## src/flow_pkg.sv

```systemverilog
package flow_pkg;

	// ~~~~~~~~~~~~~~~~~~~~~~~~~~~~~~~~~~~~~~~~~~~~~~~~~~~~~~~~~~~~~~~~~~~~~~~~~~
	// Widths
	// ~~~~~~~~~~~~~~~~~~~~~~~~~~~~~~~~~~~~~~~~~~~~~~~~~~~~~~~~~~~~~~~~~~~~~~~~~~
	localparam int pio_nbits = 32;
	localparam int key_nbits = 23;
	localparam int action_nbits = 16;
	localparam int entry_nbits = 40;

	// ~~~~~~~~~~~~~~~~~~~~~~~~~~~~~~~~~~~~~~~~~~~~~~~~~~~~~~~~~~~~~~~~~~~~~~~~~~
	// Host address map
	// ~~~~~~~~~~~~~~~~~~~~~~~~~~~~~~~~~~~~~~~~~~~~~~~~~~~~~~~~~~~~~~~~~~~~~~~~~~
	// Region bit clear selects the table, set selects the CSR block
	localparam int table_region_bit = 15;
	// Word select inside an entry, high word holds entry bits 39 to 32
	localparam int word_sel_bit = 2;
	localparam int index_lsb = 3;

	localparam logic [pio_nbits-1:0] csr_ctrl_addr = 32'h0000_8000;
	localparam logic [pio_nbits-1:0] csr_default_addr = 32'h0000_8004;
	localparam logic [pio_nbits-1:0] csr_hit_addr = 32'h0000_8008;
	localparam logic [pio_nbits-1:0] csr_miss_addr = 32'h0000_800C;

	// ~~~~~~~~~~~~~~~~~~~~~~~~~~~~~~~~~~~~~~~~~~~~~~~~~~~~~~~~~~~~~~~~~~~~~~~~~~
	// Payload types
	// ~~~~~~~~~~~~~~~~~~~~~~~~~~~~~~~~~~~~~~~~~~~~~~~~~~~~~~~~~~~~~~~~~~~~~~~~~~
	typedef struct packed {
		logic valid;
		logic [key_nbits-1:0] key;
		logic [action_nbits-1:0] action;
	} flow_entry_t;

	typedef struct packed {
		logic [key_nbits-1:0] key;
	} lookup_req_t;

	typedef struct packed {
		logic hit;
		logic [action_nbits-1:0] action;
	} lookup_rsp_t;

	typedef struct packed {
		logic [pio_nbits-1:0] addr;
		logic [pio_nbits-1:0] wdata;
		logic rd;
		logic wr;
	} pio_req_t;

endpackage
```

## src/pio_bus_mux.sv

```systemverilog
`timescale 1ns/100ps

module pio_bus_mux (
	input  logic clk,
	input  logic rst_n,
	input  logic pio_addr_msb,
	input  logic pio_strobe,
	input  logic [flow_pkg::pio_nbits-1:0] tbl_rdata,
	input  logic tbl_ack,
	input  logic [flow_pkg::pio_nbits-1:0] csr_rdata,
	input  logic csr_ack,
	output logic tbl_sel,
	output logic csr_sel,
	output logic [flow_pkg::pio_nbits-1:0] rdata,
	output logic ack
);

	// Target of the last strobe steers the response
	logic csr_last;

	assign csr_sel = pio_addr_msb;
	assign tbl_sel = !pio_addr_msb;

	always_ff @(posedge clk) begin
		if (!rst_n) begin
			csr_last <= 1'b0;
		end else if (pio_strobe) begin
			csr_last <= pio_addr_msb;
		end
	end

	assign rdata = csr_last ? csr_rdata : tbl_rdata;
	assign ack = csr_last ? csr_ack : tbl_ack;

endmodule

```

## config.mk

```make
export PLATFORM = sky130hd
export DESIGN_NAME = pio_bus_mux
export DESIGN_NICKNAME = d
export VERILOG_FILES = /design/src/flow_pkg.sv /design/src/pio_bus_mux.sv
export SDC_FILE = /design/constraint.sdc
export NUM_CORES = 1
export LEC_CHECK = 0
export BUFFER_PORTS_ARGS = -buffer_cell sky130_fd_sc_hd__buf_2
export CORE_MARGIN = 2
export CORE_UTILIZATION = 29
export CTS_BUF_LIST = sky130_fd_sc_hd__clkbuf_16
export CTS_CLUSTER_DIAMETER = 50
export DETAILED_ROUTE_END_ITERATION = 6
export GPL_TIMING_DRIVEN = 0
export HOLD_SLACK_MARGIN = 0.1
export PLACE_DENSITY = 0.88
export SETUP_SLACK_MARGIN = 0.02
export SLEW_MARGIN = 20
export SYNTH_ARGS = -nofsm -noshare
export SYNTH_HDL_FRONTEND = slang
export SYNTH_SLANG_ARGS = --single-unit
```

## constraint.sdc

```tcl
create_clock -name clk -period 2.2 [get_ports clk]
set_clock_uncertainty 0.15 [all_clocks]
set_input_delay 0.33 -clock clk [delete_from_list [all_inputs] [get_ports clk]]
set_output_delay 0.33 -clock clk [all_outputs]
set_load 0.1 [all_outputs]
```

==> impl_metrics.yaml <==
run_status:
  status: "finished, final reports clean"
clock_network:
  postCtsHoldBufs: 0
  cts-resized-gates: 0
  post-cts-setup-buffer-count: 0
  clk_pin_slew_ns: 0
  clk_latency_ns: 0
global_routing:
  track_usage_pct: 15.9
  grtUsageMet3_pct: 2.73
  use_met2_pct: 36.7
  use_met1_pct: 13.4
  grt_overflow: 0
  grt_pass1_vias: 793
  grt_pass1_wl_mm: 3.22
  grt_max_degree: 11
  busiest_layer: "met2"
  grt_antenna_before_repair: 0
cells_and_area:
  drive_above_1_share_pct: 97.3
  top_register: "csr_last"
  multiInputGateArea_um2: 500
  nets: 218
  syn2layout_area_growth_pct: 91.9
  num-fill-cells: 195
  regArea_um2: 20.0
  diodes: 0
  top_regs: "csr_last: 1 flops"
  largest_reg_flops: 1
  layout.cells.non_filler: 173
place:
  gp_congestion: 0.652
  dpl.hpwl_mm: 1.96
  io_buffers: 104
  place_inst: 173
  post-place-ws_ns: 0.500
synth:
  synth.avg_cell_area_um2: 14.4
  netlist-cell-type-count: 9
  ys.warnings.count: 0
  synthCells: 42
  synth_fp_nets: 112
  synth_seq_cells: 1
  synth_area_um2: 603
  synth-seq-area-share_pct: 3.32
route:
  vias_per_cell: 4.27
  drc: 0
  ant_nets: 0
  vias: 739
  finalWirelength_mm: 2.13
  dr.pass1.iters: 2
  drtIter0Drc: 1
  wl_per_cell_um: 12.3
floorplan:
  ioPinCount: 105
  die-area_um2: 2460
  die_height_um: 49.6
  die_w_um: 49.6
  initial_core_util_pct: 30.7
  row_count: 16
  coreArea_um2: 1960
timing:
  rsz0062_at_grt: "no"
  setup_viol_count_final: 0
  max_freq_ghz: 0.593
  finalMaxSlewViolations: 0
  finalCriticalPeriod_ns: 1.69
  fin_crit_sh_pct: 76.7
  worstMarginPinSlew_ns: 0.494
  tns_ns: 0
  fin_ws_ns: 0.512
  relSlewSlack_pct: 67.3
  finalHoldViolations: 0
critical_path:
  reg2reg_depth: 3
  reg2reg_to: "csr_last"
  critPathLaunchType: "flip-flop"
  timing.rr.start: "csr_last"
  cp-end-kind: "primary output"
  path_max_fanout: 10
  crit_type: "reg -> out"
  reg2reg_slack_ns: 1.33
  critPathArrivalTime_ns: 1.21
  crit_required_ns: 1.72
run:
  maxCapViolCount: 0
worst_hold_path:
  worstHoldStart: "rst_n"
  hold_path_depth: 2
  worstHoldEndpoint: "csr_last"
  hold_class: "in -> reg"
pwr:
  p_leak_nw: 0.695
  p_per_area_nw_per_um2: 540
  peakVddDrop_mv: 0.337
==> through the flow <==
step | utilization (%) | total power (W) | area [µm²] | hold WS, ns
floorplan | - | 0.000526 | 603 | 0.308
finish | 59.0 | 0.000625 | 1160 | 0.407
detailed placement | 59.0 | 0.000628 | 1160 | 0.421
global placement | 59.0 | 0.000619 | 1160 | 0.396
CTS | 59.0 | 0.000628 | 1160 | 0.421
global route | 59.0 | 0.000642 | 1160 | 0.426
==> layout make-up <==
class | instances | area share, %
inverter | 1 | 0.324
sequential | 1 | 1.73
buffer | 5 | 6.81
timing repair buffer | 104 | 45.0
multi-input combinational | 35 | 43.2
tap | 27 | 2.92
==> cell usage after synthesis (all sizes together) <==
library cell | count | area, µm²
mux2 | 33 | 484
dfxtp | 1 | 20.0
nor2b | 1 | 6.26
mux2i | 1 | 10.0
inv | 1 | 3.75
buf | 5 | 78.8
==> worst max-delay path by stage <==
stage                        start   endpoint  depth (start not counted)
after CTS                 csr_last  rdata[16]                          4
after floorplan           csr_last   rdata[0]                          3
after global placement    csr_last  rdata[11]                          4
after global routing      csr_last  rdata[16]                          4
after detailed placement  csr_last  rdata[16]                          4
final                     csr_last  rdata[16]                          4
==> where the power goes <==
group / leakage, nW / internal, W / switching, W / total (W)
Sequential: 0.00826 / 0.0000196 / 0.000000458 / 0.0000201
Combinational: 0.687 / 0.000162 / 0.000443 / 0.000605
Clock: 0 / 0 / 0 / 0
==> routing by layer <==
metal,routed length (µm),vias to the layer above
li1,-,364
met1,643,323
met2,1290,50
met3,184,2
met4,13,0
met5,0,-
==> cells in the final DEF (no fill, tap or decap) <==
cell     count
buf_2      104
mux2_4      30
buf_12       3
mux2_2       3
buf_6        1
inv_1        1
mux2i_1      1
nor2b_1      1
buf_4        1
dfxtp_1      1
==> logic make-up after synthesis <==
family | after synthesis | share of synthesized area [%]
DFF | 1 | 3.32
buffers and inverters | 6 | 13.7
and+or+nand+nor | 1 | 1.04
muxes | 34 | 81.9
==> worst max-delay path, cell delays in order (launching register included) <==
cell     delay (ns)
dfxtp_1        0.30
buf_6          0.15
buf_12         0.15
mux2_4         0.31
buf_2          0.29
(Power assumes the default switching activity.)
