### src/flow_pkg.sv
package flow_pkg;

	// ~~~~~~~~~~~~~~~~~~~~~~~~~~~~~~~~~~~~~~~~~~~~~~~~~~~~~~~~~~~~~~~~~~~~~~~~~~
	// Widths
	// ~~~~~~~~~~~~~~~~~~~~~~~~~~~~~~~~~~~~~~~~~~~~~~~~~~~~~~~~~~~~~~~~~~~~~~~~~~
	localparam int pio_nbits = 32;
	localparam int key_nbits = 23;
	localparam int action_nbits = 16;
	localparam int entry_nbits = 40;

	// ~~~~~~~~~~~~~~~~~~~~~~~~~~~~~~~~~~~~~~~~~~~~~~~~~~~~~~~~~~~~~~~~~~~~~~~~~~
	// Host address map
	// ~~~~~~~~~~~~~~~~~~~~~~~~~~~~~~~~~~~~~~~~~~~~~~~~~~~~~~~~~~~~~~~~~~~~~~~~~~
	// Region bit clear selects the table, set selects the CSR block
	localparam int table_region_bit = 15;
	// Word select inside an entry, high word holds entry bits 39 to 32
	localparam int word_sel_bit = 2;
	localparam int index_lsb = 3;

	localparam logic [pio_nbits-1:0] csr_ctrl_addr = 32'h0000_8000;
	localparam logic [pio_nbits-1:0] csr_default_addr = 32'h0000_8004;
	localparam logic [pio_nbits-1:0] csr_hit_addr = 32'h0000_8008;
	localparam logic [pio_nbits-1:0] csr_miss_addr = 32'h0000_800C;

	// ~~~~~~~~~~~~~~~~~~~~~~~~~~~~~~~~~~~~~~~~~~~~~~~~~~~~~~~~~~~~~~~~~~~~~~~~~~
	// Payload types
	// ~~~~~~~~~~~~~~~~~~~~~~~~~~~~~~~~~~~~~~~~~~~~~~~~~~~~~~~~~~~~~~~~~~~~~~~~~~
	typedef struct packed {
		logic valid;
		logic [key_nbits-1:0] key;
		logic [action_nbits-1:0] action;
	} flow_entry_t;

	typedef struct packed {
		logic [key_nbits-1:0] key;
	} lookup_req_t;

	typedef struct packed {
		logic hit;
		logic [action_nbits-1:0] action;
	} lookup_rsp_t;

	typedef struct packed {
		logic [pio_nbits-1:0] addr;
		logic [pio_nbits-1:0] wdata;
		logic rd;
		logic wr;
	} pio_req_t;

endpackage
### src/flow_lookup.sv
`timescale 1ns/100ps

module flow_lookup #(
	parameter int depth_nbits = 10
) (
	input  logic clk,
	input  logic rst_n,
	input  logic lkp_valid,
	input  flow_pkg::lookup_req_t lkp_req,
	input  flow_pkg::flow_entry_t app_rdata,
	input  logic app_ack,
	input  logic learn_en,
	input  logic [flow_pkg::action_nbits-1:0] default_action,
	output logic rsp_valid,
	output flow_pkg::lookup_rsp_t rsp,
	output logic app_rd,
	output logic [depth_nbits-1:0] app_raddr,
	output logic app_wr,
	output logic [depth_nbits-1:0] app_waddr,
	output flow_pkg::flow_entry_t app_wdata,
	output logic hit,
	output logic miss
);

	logic [flow_pkg::key_nbits-1:0] key_d1;
	logic [flow_pkg::key_nbits-1:0] key_d2;
	logic [flow_pkg::key_nbits-1:0] key_d3;
	logic [flow_pkg::key_nbits-1:0] key_d4;
	logic match;
	logic learn_q;

	// Direct-mapped table, index is the low key bits
	assign app_rd = lkp_valid;
	assign app_raddr = lkp_req.key[depth_nbits-1:0];

	// ~~~~~~~~~~~~~~~~~~~~~~~~~~~~~~~~~~~~~~~~~~~~~~~~~~~~~~~~~~~~~~~~~~~~~~~~~~
	// Key pipeline, stage 3 lines up with app_ack
	// ~~~~~~~~~~~~~~~~~~~~~~~~~~~~~~~~~~~~~~~~~~~~~~~~~~~~~~~~~~~~~~~~~~~~~~~~~~
	always_ff @(posedge clk) begin
		key_d1 <= lkp_req.key;
		key_d2 <= key_d1;
		key_d3 <= key_d2;
		key_d4 <= key_d3;
	end

	assign match = app_rdata.valid && (app_rdata.key == key_d3);

	// Stage 4 response payload
	always_ff @(posedge clk) begin
		rsp.hit <= match;
		rsp.action <= match ? app_rdata.action : default_action;
	end

	assign hit = rsp_valid && rsp.hit;
	assign miss = rsp_valid && !rsp.hit;

	// ~~~~~~~~~~~~~~~~~~~~~~~~~~~~~~~~~~~~~~~~~~~~~~~~~~~~~~~~~~~~~~~~~~~~~~~~~~
	// Learn write, one cycle after the missed response
	// ~~~~~~~~~~~~~~~~~~~~~~~~~~~~~~~~~~~~~~~~~~~~~~~~~~~~~~~~~~~~~~~~~~~~~~~~~~
	always_ff @(posedge clk) begin
		if (!rst_n) begin
			rsp_valid <= 1'b0;
			learn_q <= 1'b0;
			app_wr <= 1'b0;
		end else begin
			rsp_valid <= app_ack;
			learn_q <= app_ack && !match && learn_en;
			app_wr <= learn_q;
		end
	end

	// On a miss the response already carries the default action
	always_ff @(posedge clk) begin
		app_waddr <= key_d4[depth_nbits-1:0];
		app_wdata.valid <= 1'b1;
		app_wdata.key <= key_d4;
		app_wdata.action <= rsp.action;
	end

endmodule

### config.mk
export PLATFORM = sky130hd
export DESIGN_NAME = flow_lookup
export DESIGN_NICKNAME = d
export VERILOG_FILES = /design/src/flow_pkg.sv /design/src/flow_lookup.sv
export SDC_FILE = /design/constraint.sdc
export NUM_CORES = 1
export LEC_CHECK = 0
export ABC_AREA = 1
export BUFFER_PORTS_ARGS = -buffer_cell sky130_fd_sc_hd__buf_4
export CAP_MARGIN = 0
export CORE_ASPECT_RATIO = 1.25
export CORE_MARGIN = 8
export CORE_UTILIZATION = 40
export CTS_CLUSTER_DIAMETER = 50
export CTS_CLUSTER_SIZE = 28
export DETAILED_ROUTE_END_ITERATION = 16
export GPL_ROUTABILITY_DRIVEN = 0
export PLACE_DENSITY = 0.68
export RECOVER_POWER = 25
export SYNTH_ARGS = -nofsm -noshare
export SYNTH_HDL_FRONTEND = slang
export SYNTH_SLANG_ARGS = --single-unit
### constraint.sdc
create_clock -name clk -period 3.3 [get_ports clk]
set_input_delay 0.165 -clock clk [delete_from_list [all_inputs] [get_ports clk]]
set_output_delay 0.165 -clock clk [all_outputs]
set_load 0.1 [all_outputs]
==> impl_metrics.ini <==
[finish]
final_cell_mix = buf_4 (162), dfxtp_1 (151), nand2_1 (102), dlygate4sd3_1 (51), inv_1 (48)
nFillCells = 795
synthToLayoutAreaGrowth_pct = 55.5
multi_input_area_um2 = 622
n_antenna_cell = 0
fin_util_pct = 62.8
layout_commonest_cell = buf_4
regArea_mm2 = 0.00302
drive_gt1_share_pct = 33.4
num-nets-final = 660

[floorplan]
start_util_pct = 40.4
die_h_um = 128
coreArea_mm2 = 0.00995
fp.dieArea_mm2 = 0.0135
rows = 41
io_pins = 166
dieWidth_um = 106

[clock_network]
clk_path_buf_depth = 2
cts_made_buffers = 17
clk_pin_slew_worst_paths_ns = 0.06
cts-root-buf = clkbuf_16
cts_max_level = 4
cts_setup_buffers = 0
clock-sinks = 151
cts_tree = done
worstSkewPairLatency_ns = 0.42

[yosys]
yosysUniqueCellTypes = 12
ys_ff_latch = 151
syn_nets = 454
yosysWarnings = 0
netlist_area_mm2 = 0.00402
synthTopCellsByArea = dfxtp_1 (75%), nand2_1 (9.5%), inv_1 (4.5%), buf_4 (4.1%), nand4_1 (2.5%)
yosys.area.top_type = dfxtp_1
syn_inst = 370
yosysSeqAreaShare_pct = 75.3
yosysTopAreaCellShare_pct = 75.3
synth.avg_cell_area_um2 = 10.9

[placement]
dp_hpwl_um = 6420
port_buffers = 162

[worst_setup_path]
crit_arrival_ns = 2.53
worstPathRequired_ns = 3.59
max_stage_delay_ns = 0.57
crit_slowest_cell = dlygate4sd3_1
crit_top_cell = nand2_1
r2r_setup_slack_ns = 1.07
cp-start-kind = flip-flop
path_cells = inv_1 -> nand2_1 -> nand2_1 -> nor2_1 -> nand2_1 -> nor2_4 -> nand3_4 -> nand2_1 -> nand2_1 -> dlygate4sd3_1
crit_family = simple AND/OR/NAND/NOR gates
crit_buf_inv = 2
critPathMaxFanout = 18
end_kind = flip-flop
crit_type = flip-flop to flip-flop

[routing]
drc_errors = 0
wire_per_inst_um = 13.1
vias_per_cell = 4.11
vias = 2949
dr.pass1.iters = 6
drt_iter0_drc = 87
ant_nets = 0
routed_wl_um = 9370

[sta]
grt_setup_unrepaired = no
fin_skew_ns = 0.00816
setup_violations = 0
fin_crit_sh_pct = 67.7
final_hold_viol_count = 0
drv_slew = 0
final.setup.tns_ns = 0
finalCriticalPeriod_ns = 2.23
fmax_mhz = 448

[grt]
grt_max_degree = 19
antenna_found_initial = 0
grt.total_usage_pct = 14.1
grt_pass1_wl_um = 14700
grt_pass1_vias = 3039
grt-ovfl-total = 0

[run]
cap_viol_max_count = 0

[power]
cellPowerDensity_mw_per_mm2 = 691
ir_drop_mv = 0.382
p_leak_nw = 3.17

[hold_path]
hp-class = input port to flip-flop

[run_status]
status = completed
==> cells in the mapped netlist (all sizes together) <==
cell   number
buf        26
conb        1
dfxtp     151
inv        48
nand2     102
nand3       1
nand4      16
nor2       24
o21ai       1
==> timing repair <==
item                                   in CTS  in global routing
endpoints found under the hold margin      41                  0
hold buffers                               51                  0
resized for setup                           0                  0
==> area by class of cell <==
cell class              instances  share of cell area, %
clock buffers                  20                   7.31
clock inverters                12                   1.24
inverters                      48                   2.88
multi-input cells             145                   9.95
flip-flops and latches        151                   48.4
well taps                     129                   2.58
repair buffers                213                   27.6
==> per-stage QoR <==
stage	total power, mW	setup slack (ns)	hold WS [ns]	cells	area [um2]
after floorplan	2.43	0.821	0.193	370	4020
after global placement	2.58	1.64	0.270	635	5200
after detailed placement	2.59	1.59	0.270	635	5200
after CTS	4.35	1.04	0.000715	718	6250
after global routing	4.48	0.827	0.0193	718	6250
final	4.31	1.07	0.0140	718	6250
==> worst register-to-register path, stage by stage (launching register included) <==
cell	delay (ns)
dfxtp_1	0.34
inv_1	0.04
nand2_1	0.05
nand2_1	0.05
nor2_1	0.14
nand2_1	0.10
nor2_4	0.38
nand3_4	0.27
nand2_1	0.13
nand2_1	0.05
dlygate4sd3_1	0.57
==> logic make-up after synthesis <==
group,after synthesis,share of synthesized area (%)
simple gates,143,15.3
buf+inv,74,9.25
flops,151,75.3
other cells,1,0.0934
compound gates,1,0.124
==> layer usage <==
layer / up-vias / routed length [um] / GRT usage (%)
met2: 119 / 4970 / 24.6
met4: 0 / 234 / 9.21
met3: 19 / 662 / 5.53
met5: - / 0 / 0
met1: 1312 / 3510 / 13.6
li1: 1499 / - / -
==> path summary, 6_finish.rpt <==
path / start / end / depth (start not counted)
min: app_rdata[1] / rsp[1] / 3
max reg2reg: key_d3[5] / rsp[12] / 10
max: key_d3[5] / rsp[12] / 10
min reg2reg: key_d2[12] / key_d3[12] / 0
==> sequential cells by signal (all words and copies together), names as in the netlist <==
signal     flops
app_wdata     39
key_d1        23
key_d2        23
key_d3        23
key_d4        23
rsp           17
app_wr         1
learn_q        1
rsp_valid      1
==> power by group <==
part / switching (mW) / leakage [nW] / internal [mW]
Sequential: 0.0338 / 1.27 / 1.92
Combinational: 0.458 / 1.64 / 0.184
Clock: 0.722 / 0.258 / 0.995
Total: 1.21 / 3.17 / 3.10
No activity file was read; power rests on OpenSTA's default activity.
