## src/flow_pkg.sv

```systemverilog
package flow_pkg;

	// ~~~~~~~~~~~~~~~~~~~~~~~~~~~~~~~~~~~~~~~~~~~~~~~~~~~~~~~~~~~~~~~~~~~~~~~~~~
	// Widths
	// ~~~~~~~~~~~~~~~~~~~~~~~~~~~~~~~~~~~~~~~~~~~~~~~~~~~~~~~~~~~~~~~~~~~~~~~~~~
	localparam int pio_nbits = 32;
	localparam int key_nbits = 23;
	localparam int action_nbits = 16;
	localparam int entry_nbits = 40;

	// ~~~~~~~~~~~~~~~~~~~~~~~~~~~~~~~~~~~~~~~~~~~~~~~~~~~~~~~~~~~~~~~~~~~~~~~~~~
	// Host address map
	// ~~~~~~~~~~~~~~~~~~~~~~~~~~~~~~~~~~~~~~~~~~~~~~~~~~~~~~~~~~~~~~~~~~~~~~~~~~
	// Region bit clear selects the table, set selects the CSR block
	localparam int table_region_bit = 15;
	// Word select inside an entry, high word holds entry bits 39 to 32
	localparam int word_sel_bit = 2;
	localparam int index_lsb = 3;

	localparam logic [pio_nbits-1:0] csr_ctrl_addr = 32'h0000_8000;
	localparam logic [pio_nbits-1:0] csr_default_addr = 32'h0000_8004;
	localparam logic [pio_nbits-1:0] csr_hit_addr = 32'h0000_8008;
	localparam logic [pio_nbits-1:0] csr_miss_addr = 32'h0000_800C;

	// ~~~~~~~~~~~~~~~~~~~~~~~~~~~~~~~~~~~~~~~~~~~~~~~~~~~~~~~~~~~~~~~~~~~~~~~~~~
	// Payload types
	// ~~~~~~~~~~~~~~~~~~~~~~~~~~~~~~~~~~~~~~~~~~~~~~~~~~~~~~~~~~~~~~~~~~~~~~~~~~
	typedef struct packed {
		logic valid;
		logic [key_nbits-1:0] key;
		logic [action_nbits-1:0] action;
	} flow_entry_t;

	typedef struct packed {
		logic [key_nbits-1:0] key;
	} lookup_req_t;

	typedef struct packed {
		logic hit;
		logic [action_nbits-1:0] action;
	} lookup_rsp_t;

	typedef struct packed {
		logic [pio_nbits-1:0] addr;
		logic [pio_nbits-1:0] wdata;
		logic rd;
		logic wr;
	} pio_req_t;

endpackage
```

## src/flow_csr.sv

```systemverilog
`timescale 1ns/100ps

module flow_csr (
	input  logic clk,
	input  logic rst_n,
	input  logic pio_tick,
	input  flow_pkg::pio_req_t pio,
	input  logic csr_sel,
	input  logic hit,
	input  logic miss,
	output logic learn_en,
	output logic [flow_pkg::action_nbits-1:0] default_action,
	output logic [flow_pkg::pio_nbits-1:0] csr_rdata,
	output logic csr_ack
);

	logic csr_rd;
	logic csr_wr;
	logic n_ack;
	logic [flow_pkg::pio_nbits-1:0] hit_cnt;
	logic [flow_pkg::pio_nbits-1:0] miss_cnt;

	assign csr_rd = csr_sel && pio.rd;
	assign csr_wr = csr_sel && pio.wr;

	// ~~~~~~~~~~~~~~~~~~~~~~~~~~~~~~~~~~~~~~~~~~~~~~~~~~~~~~~~~~~~~~~~~~~~~~~~~~
	// Registers, counters and acknowledge
	// ~~~~~~~~~~~~~~~~~~~~~~~~~~~~~~~~~~~~~~~~~~~~~~~~~~~~~~~~~~~~~~~~~~~~~~~~~~
	always_ff @(posedge clk) begin
		if (!rst_n) begin
			learn_en <= 1'b0;
			default_action <= '0;
			hit_cnt <= '0;
			miss_cnt <= '0;
			n_ack <= 1'b0;
			csr_ack <= 1'b0;
		end else begin
			if (csr_wr && pio.addr == flow_pkg::csr_ctrl_addr) begin
				learn_en <= pio.wdata[0];
			end
			if (csr_wr && pio.addr == flow_pkg::csr_default_addr) begin
				default_action <= pio.wdata[flow_pkg::action_nbits-1:0];
			end
			// Counters stick at all ones
			if (hit && hit_cnt != '1) begin
				hit_cnt <= hit_cnt + 1'b1;
			end
			if (miss && miss_cnt != '1) begin
				miss_cnt <= miss_cnt + 1'b1;
			end
			if (csr_rd || csr_wr) begin
				n_ack <= 1'b1;
			end else if (pio_tick) begin
				n_ack <= 1'b0;
			end
			if (pio_tick) begin
				csr_ack <= n_ack;
			end
		end
	end

	// Read data captured at the strobe, stable until the ack
	always_ff @(posedge clk) begin
		if (csr_rd) begin
			case (pio.addr)
				flow_pkg::csr_ctrl_addr:
					csr_rdata <= {{(flow_pkg::pio_nbits-1){1'b0}}, learn_en};
				flow_pkg::csr_default_addr:
					csr_rdata <= {{(flow_pkg::pio_nbits-flow_pkg::action_nbits){1'b0}},
						default_action};
				flow_pkg::csr_hit_addr:
					csr_rdata <= hit_cnt;
				flow_pkg::csr_miss_addr:
					csr_rdata <= miss_cnt;
				default:
					csr_rdata <= '0;
			endcase
		end
	end

endmodule

```

## config.mk

```make
export PLATFORM = sky130hd
export DESIGN_NAME = flow_csr
export DESIGN_NICKNAME = d
export VERILOG_FILES = /design/src/flow_pkg.sv /design/src/flow_csr.sv
export SDC_FILE = /design/constraint.sdc
export NUM_CORES = 1
export LEC_CHECK = 0
export ABC_AREA = 1
export BUFFER_PORTS_ARGS = -buffer_cell sky130_fd_sc_hd__buf_2
export CAP_MARGIN = 40
export CORE_ASPECT_RATIO = 1.25
export CORE_MARGIN = 5
export CORE_UTILIZATION = 30
export CTS_CLUSTER_DIAMETER = 40
export DETAILED_ROUTE_END_ITERATION = 12
export PLACE_DENSITY_LB_ADDON = 0.12
export SYNTH_ARGS = -nofsm -noshare
export SYNTH_HDL_FRONTEND = slang
export SYNTH_SLANG_ARGS = --single-unit
```

## constraint.sdc

```tcl
create_clock -name clk -period 1.69 [get_ports clk]
set_input_delay 0.2535 -clock clk [delete_from_list [all_inputs] [get_ports clk]]
set_output_delay 0.2535 -clock clk [all_outputs]
set_load 0.05 [all_outputs]
```

==> run_results.csv, run 1 <==
group,metric,value,unit
outcome,status,"complete, no violations",
synth,ys_top_cells_by_count,"nand2_1 (300), nor2_1 (183), nand3_1 (94)",
worst_setup_path,critPathMaxFanout,10,
cts,ctsHoldBuffers,0,
power_and_ir_drop,power.leakage,0.00357,uW
place,io_buffers,105,
power_and_ir_drop,p_seq_frac,0.420,
sta,relSlewSlack,0.786,
route,wl,19800,um
finish,syn2layout_area_growth,36.2,%
sta,clock_skew,0.00891,ns
worst_setup_path,arrival,1.89,ns
power_and_ir_drop,pwr-share-comb,0.062,
min_path,hold_end,"csr_ack$_SDFFE_PN0P_",
power_and_ir_drop,p_clk_frac,0.518,
synth,synth_largest_area_cell,"dfxtp_1",
synth,synth_fa_ha_area_frac,0.00403,
worst_setup_path,rr_endpoint,"miss_cnt[7]$_SDFFE_PN0P_",
worst_setup_path,max_stage_delay,0.33,ns
cts,clkLatencyLatePin,0.42,ns
synth,synth_seq_area_share,0.422,
min_path,hold_start,"pio_tick",
synth,ys_types,27,
sta,worstMarginPinSlew,0.320,ns
cts,cts.clk_slew.worst_paths,0.06,ns
synth,synth_area_leaders,"dfxtp_1 (27%), nand2_1 (18%), edfxtp_1 (15%)",
worst_setup_path,worstPathRequired,2.00,ns
synth,synth_compound_area_frac,0.0596,
route,wl_per_cell,14.0,um
floorplan,core,20200,um^2
sta,fmax,0.632,GHz
sta,timing.hold.ws,0.0909,ns
worst_setup_path,crit_slowest_cell,"dfxtp_1",
synth,async_flop_share,0,
worst_setup_path,cp_top_family,"simple AND/OR/NAND/NOR gates",
floorplan,dieArea,23700,um^2
route,detail_route.drc_violations,0,
sta,worst_slack,0.107,ns
min_path,hold_depth,3,
cts,cts_made_buffers,17,
worst_setup_path,r2r_cells,9,
synth,synth-xor-area-share,0.00282,
route,ant_nets,0,
route,route.vias.total,6374,
floorplan,fp-row-count,58,
worst_setup_path,path_class,"flop to flop",
worst_setup_path,r2r_slack,0.11,ns
power_and_ir_drop,ir_worst_vdd,0.670,mV
power_and_ir_drop,swShare,0.258,
synth,synth_top_family_by_area,"simple AND/OR/NAND/NOR gates",
worst_setup_path,start_kind,"flop",
finish,drive_above_1_share,0.272,
cts,clock_path_buffers,2,
floorplan,initial_utilization,0.307,
synth,ys_seq_elements,115,
synth,yosysMostFrequentCell,"nand2_1",
synth,syn_nets,1005,
worst_setup_path,worst_setup_path_end_kind,"flop",
sta,period_share,0.937,
sta,layout_min_cycle_time,1.58,ns
min_path,hold_class,"primary input to flop",
synth,synth_top_area_frac,0.268,
grt,grt_max_degree,37,
grt,grt_pass1_wl,31600,um
synth,yosys.area_share.simple,0.437,
worst_setup_path,r2r_start,"miss_cnt[0]$_SDFFE_PN0P_",
cts,htreeDepth,4,
place,gp_congestion,0.824,
sta,drv_slew,0,
grt,first_global_vias,6120,
route,viasPerCell,4.52,
grt,grt_util_all_layers,0.168,
worst_setup_path,path_cells,"ha_1, nand2_2, nor2_4, nand2_1, nor2_4, nand2_2, buf_4, a21oi_1, nor2_1",
grt,overflow,0,
cts,tritoncts,"built",
worst_setup_path,crit_buf_inv,1,
finish,nets,1200,
sta,rsz0062_at_grt,"true",
route,drt-initial-drc-count,359,
place,place_ws,-0.0920,ns
sta,setup_tns,0,ns
run,drv_cap,0,
sta,final-setup-viol-count,0,
sta,finalHoldViolations,0,
floorplan,die_w,139,um
floorplan,io_pins,122,
floorplan,die_y,171,um
cts,cts-root-buf,"clkbuf_16",
synth,avgSynthCellArea,6.67,um^2
power_and_ir_drop,p_sw,1780,uW
synth,synthMuxAreaShare,0,
synth,synth_area,6210,um^2
finish,n_antenna_cell,0,
synth,synth_cells,931,
power_and_ir_drop,cellInternalPower,5120,uW
cts,cts_sinks,115,
synth,yosysWarnings,0,
grt,antenna_found_initial,0,
power_and_ir_drop,power.density,816,nW/um^2
power_and_ir_drop,p_total,6900,uW
synth,synth_edf_count,32,
place,dp_hpwl,15400,um
route,drtPass1Iterations,5,
synth,synth_ff_type,"dfxtp_1",
## logic make-up after synthesis
group	Yosys count
adder cells (fa/ha/maj)	2
XOR/XNOR	2
buffers and inverters	103
AND/OR/NAND/NOR	637
AO/OA/AOI/OAI	72
flip-flops	115
## metal layers
layer,track usage,up-vias,part of all wire
li1,-,3393,-
met1,0.203,2840,0.44
met2,0.304,119,0.50
met3,0.0369,22,0.038
met4,0.0481,0,0.014
met5,0,-,0
## placed cells by master (no fill, tap or decap), types with 5 or more instances in the layout
| cell | n |
|---|---|
| inv_1 | 69 |
| edfxtp_1 | 32 |
| buf_4 | 94 |
| nand2_1 | 294 |
| clkbuf_16 | 19 |
| nand3_2 | 9 |
| a21oi_1 | 55 |
| nand2_2 | 12 |
| buf_2 | 105 |
| nand4_1 | 21 |
| dfxtp_2 | 14 |
| nor2_2 | 17 |
| a31oi_1 | 8 |
| dfxtp_1 | 69 |
| nand3_1 | 92 |
| inv_6 | 5 |
| o21ai_0 | 7 |
| nor2_1 | 169 |
| nor2_4 | 11 |
| buf_12 | 7 |
## worst max-delay path by stage
stage	startpoint	to	slack (ns)	cells past startpoint
final	miss_cnt[0]$_SDFFE_PN0P_	miss_cnt[7]$_SDFFE_PN0P_	0.11	9
after global routing	hit_cnt[7]$_SDFFE_PN0P_	hit_cnt[13]$_SDFFE_PN0P_	-0.02	10
after CTS	hit_cnt[12]$_SDFFE_PN0P_	hit_cnt[3]$_SDFFE_PN0P_	0.004	9
after detailed placement	miss_cnt[0]$_SDFFE_PN0P_	miss_cnt[25]$_SDFFE_PN0P_	-0.09	9
after global placement	miss_cnt[0]$_SDFFE_PN0P_	miss_cnt[21]$_SDFFE_PN0P_	-0.05	9
after floorplan	miss_cnt[0]$_SDFFE_PN0P_	miss_cnt[6]$_SDFFE_PN0P_	0.14	9
## sequential cells by signal (all words and copies together) (netlist names)
| register | cells |
|---|---|
| n_ack | 1 |
| learn_en | 1 |
| csr_rdata | 32 |
| csr_ack | 1 |
| hit_cnt | 32 |
| miss_cnt | 32 |
| default_action | 16 |
## cell type report
cell class	count	area [um^2]
inverter	72	270
multi-input combinational	714	3250
fill	2129	11800
sequential	115	2640
clock buffer	19	475
clock inverter	13	113
tap	270	338
timing repair buffer	206	1370
## worst register-to-register path: stages, from the launching register on
cell and delay [ns]:
dfxtp_1 0.33, ha_1 0.18, nand2_2 0.08, nor2_4 0.12, nand2_1 0.10, nor2_4 0.16
nand2_2 0.13, buf_4 0.20, a21oi_1 0.13, nor2_1 0.06
## power groups by stage
stage               logic, uW  registers (uW)  clock network (uW)
detailed placement        428            2960                   0
CTS                       429            2900                3660
global route              471            2900                3790
global placement          425            2960                   0
floorplan                 130            3070                   0
finish                    429            2900                3570
## repair_timing
| action | in CTS | in global routing |
|---|---|---|
| endpoints found under the setup margin | 20 | 59 |
| buffers inserted | 2 | 2 |
| endpoints found under the hold margin | 0 | 0 |
| gates cloned | 0 | 1 |
| pin swaps | 1 | 3 |
| resized for setup | 2 | 47 |
## per-stage QoR
step	instances	utilization	instance area (um^2)
after floorplan	931	-	6210
after global placement	1372	0.380	7680
after detailed placement	1372	0.380	7680
after CTS	1406	0.410	8300
after global routing	1409	0.418	8460
final	1409	0.418	8460
(Power assumes the default switching activity.)
==> run 2: changes to the inputs <==
--- a/config.mk
+++ b/config.mk
@@ -13,6 +13,7 @@
 export CORE_UTILIZATION = 30
 export CTS_CLUSTER_DIAMETER = 40
 export DETAILED_ROUTE_END_ITERATION = 12
+export GPL_TIMING_DRIVEN = 0
 export PLACE_DENSITY_LB_ADDON = 0.12
 export SYNTH_ARGS = -nofsm -noshare
 export SYNTH_HDL_FRONTEND = slang
==> run 2 against run 1 <==
Effect of this change:
- maximum frequency fell by 3.6%
- critical path depth fell by 1
- wire length rose by 5.5%
- setup slack got worse by 0.060 ns
- via count rose by 0.11%
- hold slack improved by 0.0022 ns
- critical path type unchanged
- non-clock buffer count fell by 61
- flip-flop and latch count did not move
- combinational power fell by 4%
==> run_results.csv, run 2 (synthesis gave the netlist of run 1 again) <==
group,metric,value,unit
outcome,status,"complete, no violations",
place,gp_congestion,0.861,
grt,grt_util_all_layers,0.175,
floorplan,fp-row-count,58,
cts,htreeDepth,4,
cts,cts.clk_slew.worst_paths,0.06,ns
finish,largestRegisters,"csr_rdata: 32 flops, hit_cnt: 32 flops, miss_cnt: 32 flops",
worst_setup_path,arrival,1.96,ns
route,viasPerCell,4.73,
finish,n_antenna_cell,0,
grt,grt_pass1_wl,32600,um
sta,final-setup-viol-count,0,
floorplan,io_pins,122,
sta,worstMarginPinSlew,0.712,ns
route,route.vias.total,6381,
sta,rsz0062_at_grt,"true",
sta,clock_skew,0.00692,ns
run,drv_cap,0,
place,dpl_cell_area,7090,um^2
cts,clock_path_buffers,2,
route,wl,20800,um
worst_setup_path,critPathMaxFanout,10,
grt,grt_max_degree,19,
min_path,hold_class,"primary input to flop",
finish,fin_cells,1348,
worst_setup_path,r2r_slack,0.05,ns
finish,syn2layout_area_growth,31.1,%
cts,clkLatencyLatePin,0.42,ns
finish,layout_common_cells,"nand2_1 (288), nor2_1 (167), buf_2 (113), nand3_1 (92), inv_1 (68)",
sta,period_share,0.972,
cts,ctsHoldBuffers,0,
finish,fill_cells,2170,
cts,cts-root-buf,"clkbuf_16",
sta,fmax,0.609,GHz
grt,overflow,0,
floorplan,die_w,139,um
grt,antenna_found_initial,0,
sta,timing.hold.ws,0.0931,ns
floorplan,die_y,171,um
power_and_ir_drop,power.density,848,nW/um^2
cts,tritoncts,"built",
finish,nets,1139,
place,dp_hpwl,15900,um
floorplan,dieArea,23700,um^2
route,drt-initial-drc-count,394,
worst_setup_path,worst_setup_path_end_kind,"flop",
floorplan,core,20200,um^2
route,wl_per_cell,15.5,um
cts,cts_made_buffers,17,
worst_setup_path,path_class,"flop to flop",
route,drtPass1Iterations,5,
worst_setup_path,worstPathRequired,2.01,ns
sta,drv_slew,0,
power_and_ir_drop,ir_worst_vdd,0.689,mV
place,placedCellCount,1305,
power_and_ir_drop,power.leakage,0.00330,uW
sta,finalHoldViolations,0,
worst_setup_path,start_kind,"flop",
place,io_buffers,103,
cts,cts_sinks,115,
sta,relSlewSlack,0.525,
sta,layout_min_cycle_time,1.64,ns
grt,first_global_vias,6093,
route,detail_route.drc_violations,0,
floorplan,initial_utilization,0.307,
finish,fin_area,8140,um^2
route,ant_nets,0,
finish,layout_commonest_cell,"nand2_1",
finish,drive_above_1_share,0.270,
## run 2: changes by cell type in the layout (fill, tap and decap cells not counted), sizes merged
| cell | delta |
|---|---|
| clkbuf | +9 |
| buf | -68 |
| inv | -5 |
| clkinvlp | +3 |
## run 2: final cells by class
cell class	count	area (um^2)	area share
timing repair buffer	114	652	0.0801
sequential	115	2700	0.332
clock buffer	21	514	0.0632
buffer	31	234	0.0287
clock inverter	11	85.1	0.0105
inverter	72	273	0.0335
multi-input combinational	714	3340	0.411
tap	270	338	0.0415
## run 2: routing by layer
metal,part of all wire,wire (um),global-route usage,vias to the layer above
met4,0.022,460,0.0596,0
met3,0.039,805,0.0363,30
li1,-,-,-,3255
met1,0.45,9440,0.220,2939
met2,0.49,10100,0.302,157
met5,0,0,0,-
## run 2: final timing paths
path                                   from                        endpoint  cells past startpoint
max               miss_cnt[18]$_SDFFE_PN0P_       miss_cnt[31]$_SDFFE_PN0P_                      8
max reg2reg       miss_cnt[18]$_SDFFE_PN0P_       miss_cnt[31]$_SDFFE_PN0P_                      8
min                                  pio[4]  default_action[2]$_SDFFE_PN0P_                      3
min reg2reg  default_action[6]$_SDFFE_PN0P_  default_action[6]$_SDFFE_PN0P_                      2
## run 2: repair_timing
item / 4_1_cts / 5_1_grt
gates resized for setup: 31 / 100
gates cloned: 1 / 1
endpoints found under the setup margin: 64 / 72
pin swaps: 4 / 11
setup buffers: 4 / 5
endpoints found under the hold margin: 0 / 0
## run 2: where the power goes
part / internal [uW] / leakage (uW) / switching (uW)
clock network: 2190 / 0.000288 / 1400
registers: 2870 / 0.000984 / 34.2
logic: 131 / 0.00203 / 281
total: 5190 / 0.00330 / 1710
## run 2: metrics by stage
step / utilization / power, uW / setup TNS, ns / setup slack, ns
global route: 0.402 / 7140 / -0.410 / -0.0381
finish: 0.402 / 6910 / 0 / 0.0475
floorplan: - / 3200 / 0 / 0.140
CTS: 0.386 / 6970 / 0 / 0.00133
detailed placement: 0.350 / 3360 / -13.18 / -0.282
global placement: 0.349 / 3350 / -17.17 / -0.285
## run 2: worst max-delay path, stage by stage (launching register included)
cell     delay [ns]
dfxtp_1        0.47
nand2_1        0.08
inv_1          0.13
nand3_2        0.12
nor2_4         0.20
nand2_4        0.15
buf_8          0.18
a21oi_1        0.14
nor2_1         0.06
==> run 3: changes to the inputs <==
==> constraint.sdc (replaced) <==
create_clock -name clk -period 1.69 [get_ports clk]
set_input_delay 0.338 -clock clk [delete_from_list [all_inputs] [get_ports clk]]
set_output_delay 0.338 -clock clk [all_outputs]
set_load 0.05 [all_outputs]
==> run 3 against run 2 <==
Effect of this change:
- non-clock buffer count grew 6
- critical path depth is the same
- clock skew rose by 0.00071 ns
- critical path type unchanged
- critical endpoint unchanged
- largest power group unchanged
==> run_results.csv, run 3 (synthesis gave the netlist of run 1 again) <==
group,metric,value,unit
worst_setup_path,rr_endpoint,"miss_cnt[31]$_SDFFE_PN0P_",
worst_setup_path,crit_start,"miss_cnt[28]$_SDFFE_PN0P_",
place,place_ws,-0.352,ns
grt,first_global_vias,6093,
sta,timing.hold.ws,0.170,ns
cts,clock_path_buffers,2,
sta,period_share,0.976,
cts,clkLatencyLatePin,0.43,ns
cts,cts_sinks,115,
worst_setup_path,crit_slowest_cell,"dfxtp_4",
worst_setup_path,path_class,"flop to flop",
route,drtPass1Iterations,5,
run,drv_cap,0,
floorplan,initial_utilization,0.307,
finish,fin_area,8380,um^2
cts,cts-root-buf,"clkbuf_16",
finish,utilization,0.414,
worst_setup_path,arrival,1.97,ns
sta,rsz0062_at_grt,"true",
sta,final-setup-viol-count,0,
floorplan,core,20200,um^2
place,placedCellCount,1305,
min_path,hold_class,"primary input to flop",
finish,syn2layout_area_growth,34.9,%
grt,grt_pass1_wl,32600,um
place,gp_congestion,0.861,
route,drt-initial-drc-count,382,
worst_setup_path,path_cells,"nand2_1, nor2_2, nand3_2, nor2_4, nand2_8, clkbuf_16, a21oi_1, nor2_1",
floorplan,die_y,171,um
grt,antenna_found_initial,0,
route,viasPerCell,4.72,
min_path,hold_depth,3,
sta,worst_slack,0.0399,ns
finish,layout_common_cells,"nand2_1 (286), nor2_1 (166), buf_2 (113), nand3_1 (79), inv_1 (69)",
sta,worstMarginPinSlew,0.716,ns
finish,drive_above_1_share,0.295,
floorplan,io_pins,122,
route,wl_per_cell,15.5,um
finish,largestRegisters,"csr_rdata: 32 flops, hit_cnt: 32 flops, miss_cnt: 32 flops",
cts,cts.clk_slew.worst_paths,0.06,ns
worst_setup_path,critPathMaxFanout,7,
route,ant_nets,0,
sta,finalHoldViolations,0,
finish,n_antenna_cell,0,
finish,layout_commonest_cell,"nand2_1",
worst_setup_path,max_stage_delay,0.38,ns
cts,cts_made_buffers,17,
finish,nets,1145,
power_and_ir_drop,power.density,825,nW/um^2
sta,fmax,0.606,GHz
worst_setup_path,r2r_slack,0.04,ns
route,route.vias.total,6388,
worst_setup_path,r2r_cells,8,
grt,overflow,0,
sta,relSlewSlack,0.522,
outcome,status,"complete, no violations",
route,wl,21000,um
power_and_ir_drop,ir_worst_vdd,0.695,mV
floorplan,dieArea,23700,um^2
cts,tritoncts,"built",
min_path,hold_end,"csr_ack$_SDFFE_PN0P_",
place,dp_hpwl,15900,um
floorplan,fp-row-count,58,
route,detail_route.drc_violations,0,
sta,layout_min_cycle_time,1.65,ns
sta,clock_skew,0.00763,ns
cts,htreeDepth,4,
worst_setup_path,worst_setup_path_end_kind,"flop",
place,dpl_cell_area,7090,um^2
floorplan,die_w,139,um
worst_setup_path,worstPathRequired,2.01,ns
finish,fill_cells,2132,
power_and_ir_drop,power.leakage,0.00337,uW
worst_setup_path,r2r_start,"miss_cnt[28]$_SDFFE_PN0P_",
grt,grt_max_degree,19,
place,io_buffers,103,
worst_setup_path,start_kind,"flop",
min_path,hold_start,"pio_tick",
finish,fin_cells,1354,
sta,drv_slew,0,
grt,grt_util_all_layers,0.175,
-- run 3: cell types whose count changed in the layout (fill, tap and decap cells not counted), moves of 2 or more --
cell,previous run,this run
buf_4,12,14
buf_6,8,6
dfxtp_2,43,46
dfxtp_1,34,30
a21oi_2,6,11
nand3_2,9,22
nand3_1,92,79
nand2_1,288,286
a21oi_1,51,46
clkbuf_16,21,25
-- run 3: cell type report --
type / instances / area (um^2) / share of cell area
Multi-Input combinational cell: 714 / 3450 / 0.412
Tap cell: 270 / 338 / 0.0403
Inverter: 72 / 273 / 0.0326
Timing Repair Buffer: 120 / 767 / 0.0915
Buffer: 31 / 246 / 0.0294
Sequential cell: 115 / 2710 / 0.323
Clock buffer: 21 / 514 / 0.0614
Clock inverter: 11 / 85.1 / 0.0102
-- run 3: metrics by stage --
step                      setup TNS [ns]  power (uW)
after floorplan                        0        3200
after global placement            -23.34        3350
after detailed placement          -16.64        3360
after CTS                              0        6970
after global routing               -1.11        7140
final                                  0        6910
-- run 3: routing by layer --
metal,GRT usage,up-vias,share of wire
met1,0.220,2941,0.45
met3,0.0363,25,0.041
met4,0.0596,0,0.021
met2,0.302,148,0.49
met5,0,-,0
li1,-,3274,-
-- run 3: worst max-delay path by stage --
| stage | endpoint | slack, ns | cells after the start |
|---|---|---|---|
| after floorplan | miss_cnt[6]$_SDFFE_PN0P_ | 0.14 | 9 |
| after global placement | csr_rdata[6]$_DFFE_PP_ | -0.34 | 11 |
| after detailed placement | csr_rdata[6]$_DFFE_PP_ | -0.35 | 11 |
| after CTS | miss_cnt[27]$_SDFFE_PN0P_ | 0.001 | 10 |
| after global routing | miss_cnt[20]$_SDFFE_PN0P_ | -0.09 | 12 |
| final | miss_cnt[31]$_SDFFE_PN0P_ | 0.04 | 8 |
-- run 3: worst max-delay path: cells and delay by family (launching register included) --
family                 cells  cell delay, ns
DFF                        1            0.38
buffers and inverters      1            0.19
AOI/OAI and AO/OA          1            0.14
and+or+nand+nor            6            0.83
-- run 3: timing repair --
| action | in CTS | in global routing |
|---|---|---|
| setup endpoints to repair | 64 | 87 |
| hold buffers | 0 | 0 |
| resized for setup | 31 | 130 |
| gates cloned | 1 | 5 |
| buffers inserted | 4 | 7 |
| pin swaps | 4 | 28 |
-- run 3: report_power, final --
part           switching, uW  leakage [uW]  internal, uW  total (uW)
logic                    282       0.00209           133         415
clock network           1410      0.000288          2190        3590
registers               33.4      0.000986          2870        2900
total                   1720       0.00337          5190        6910
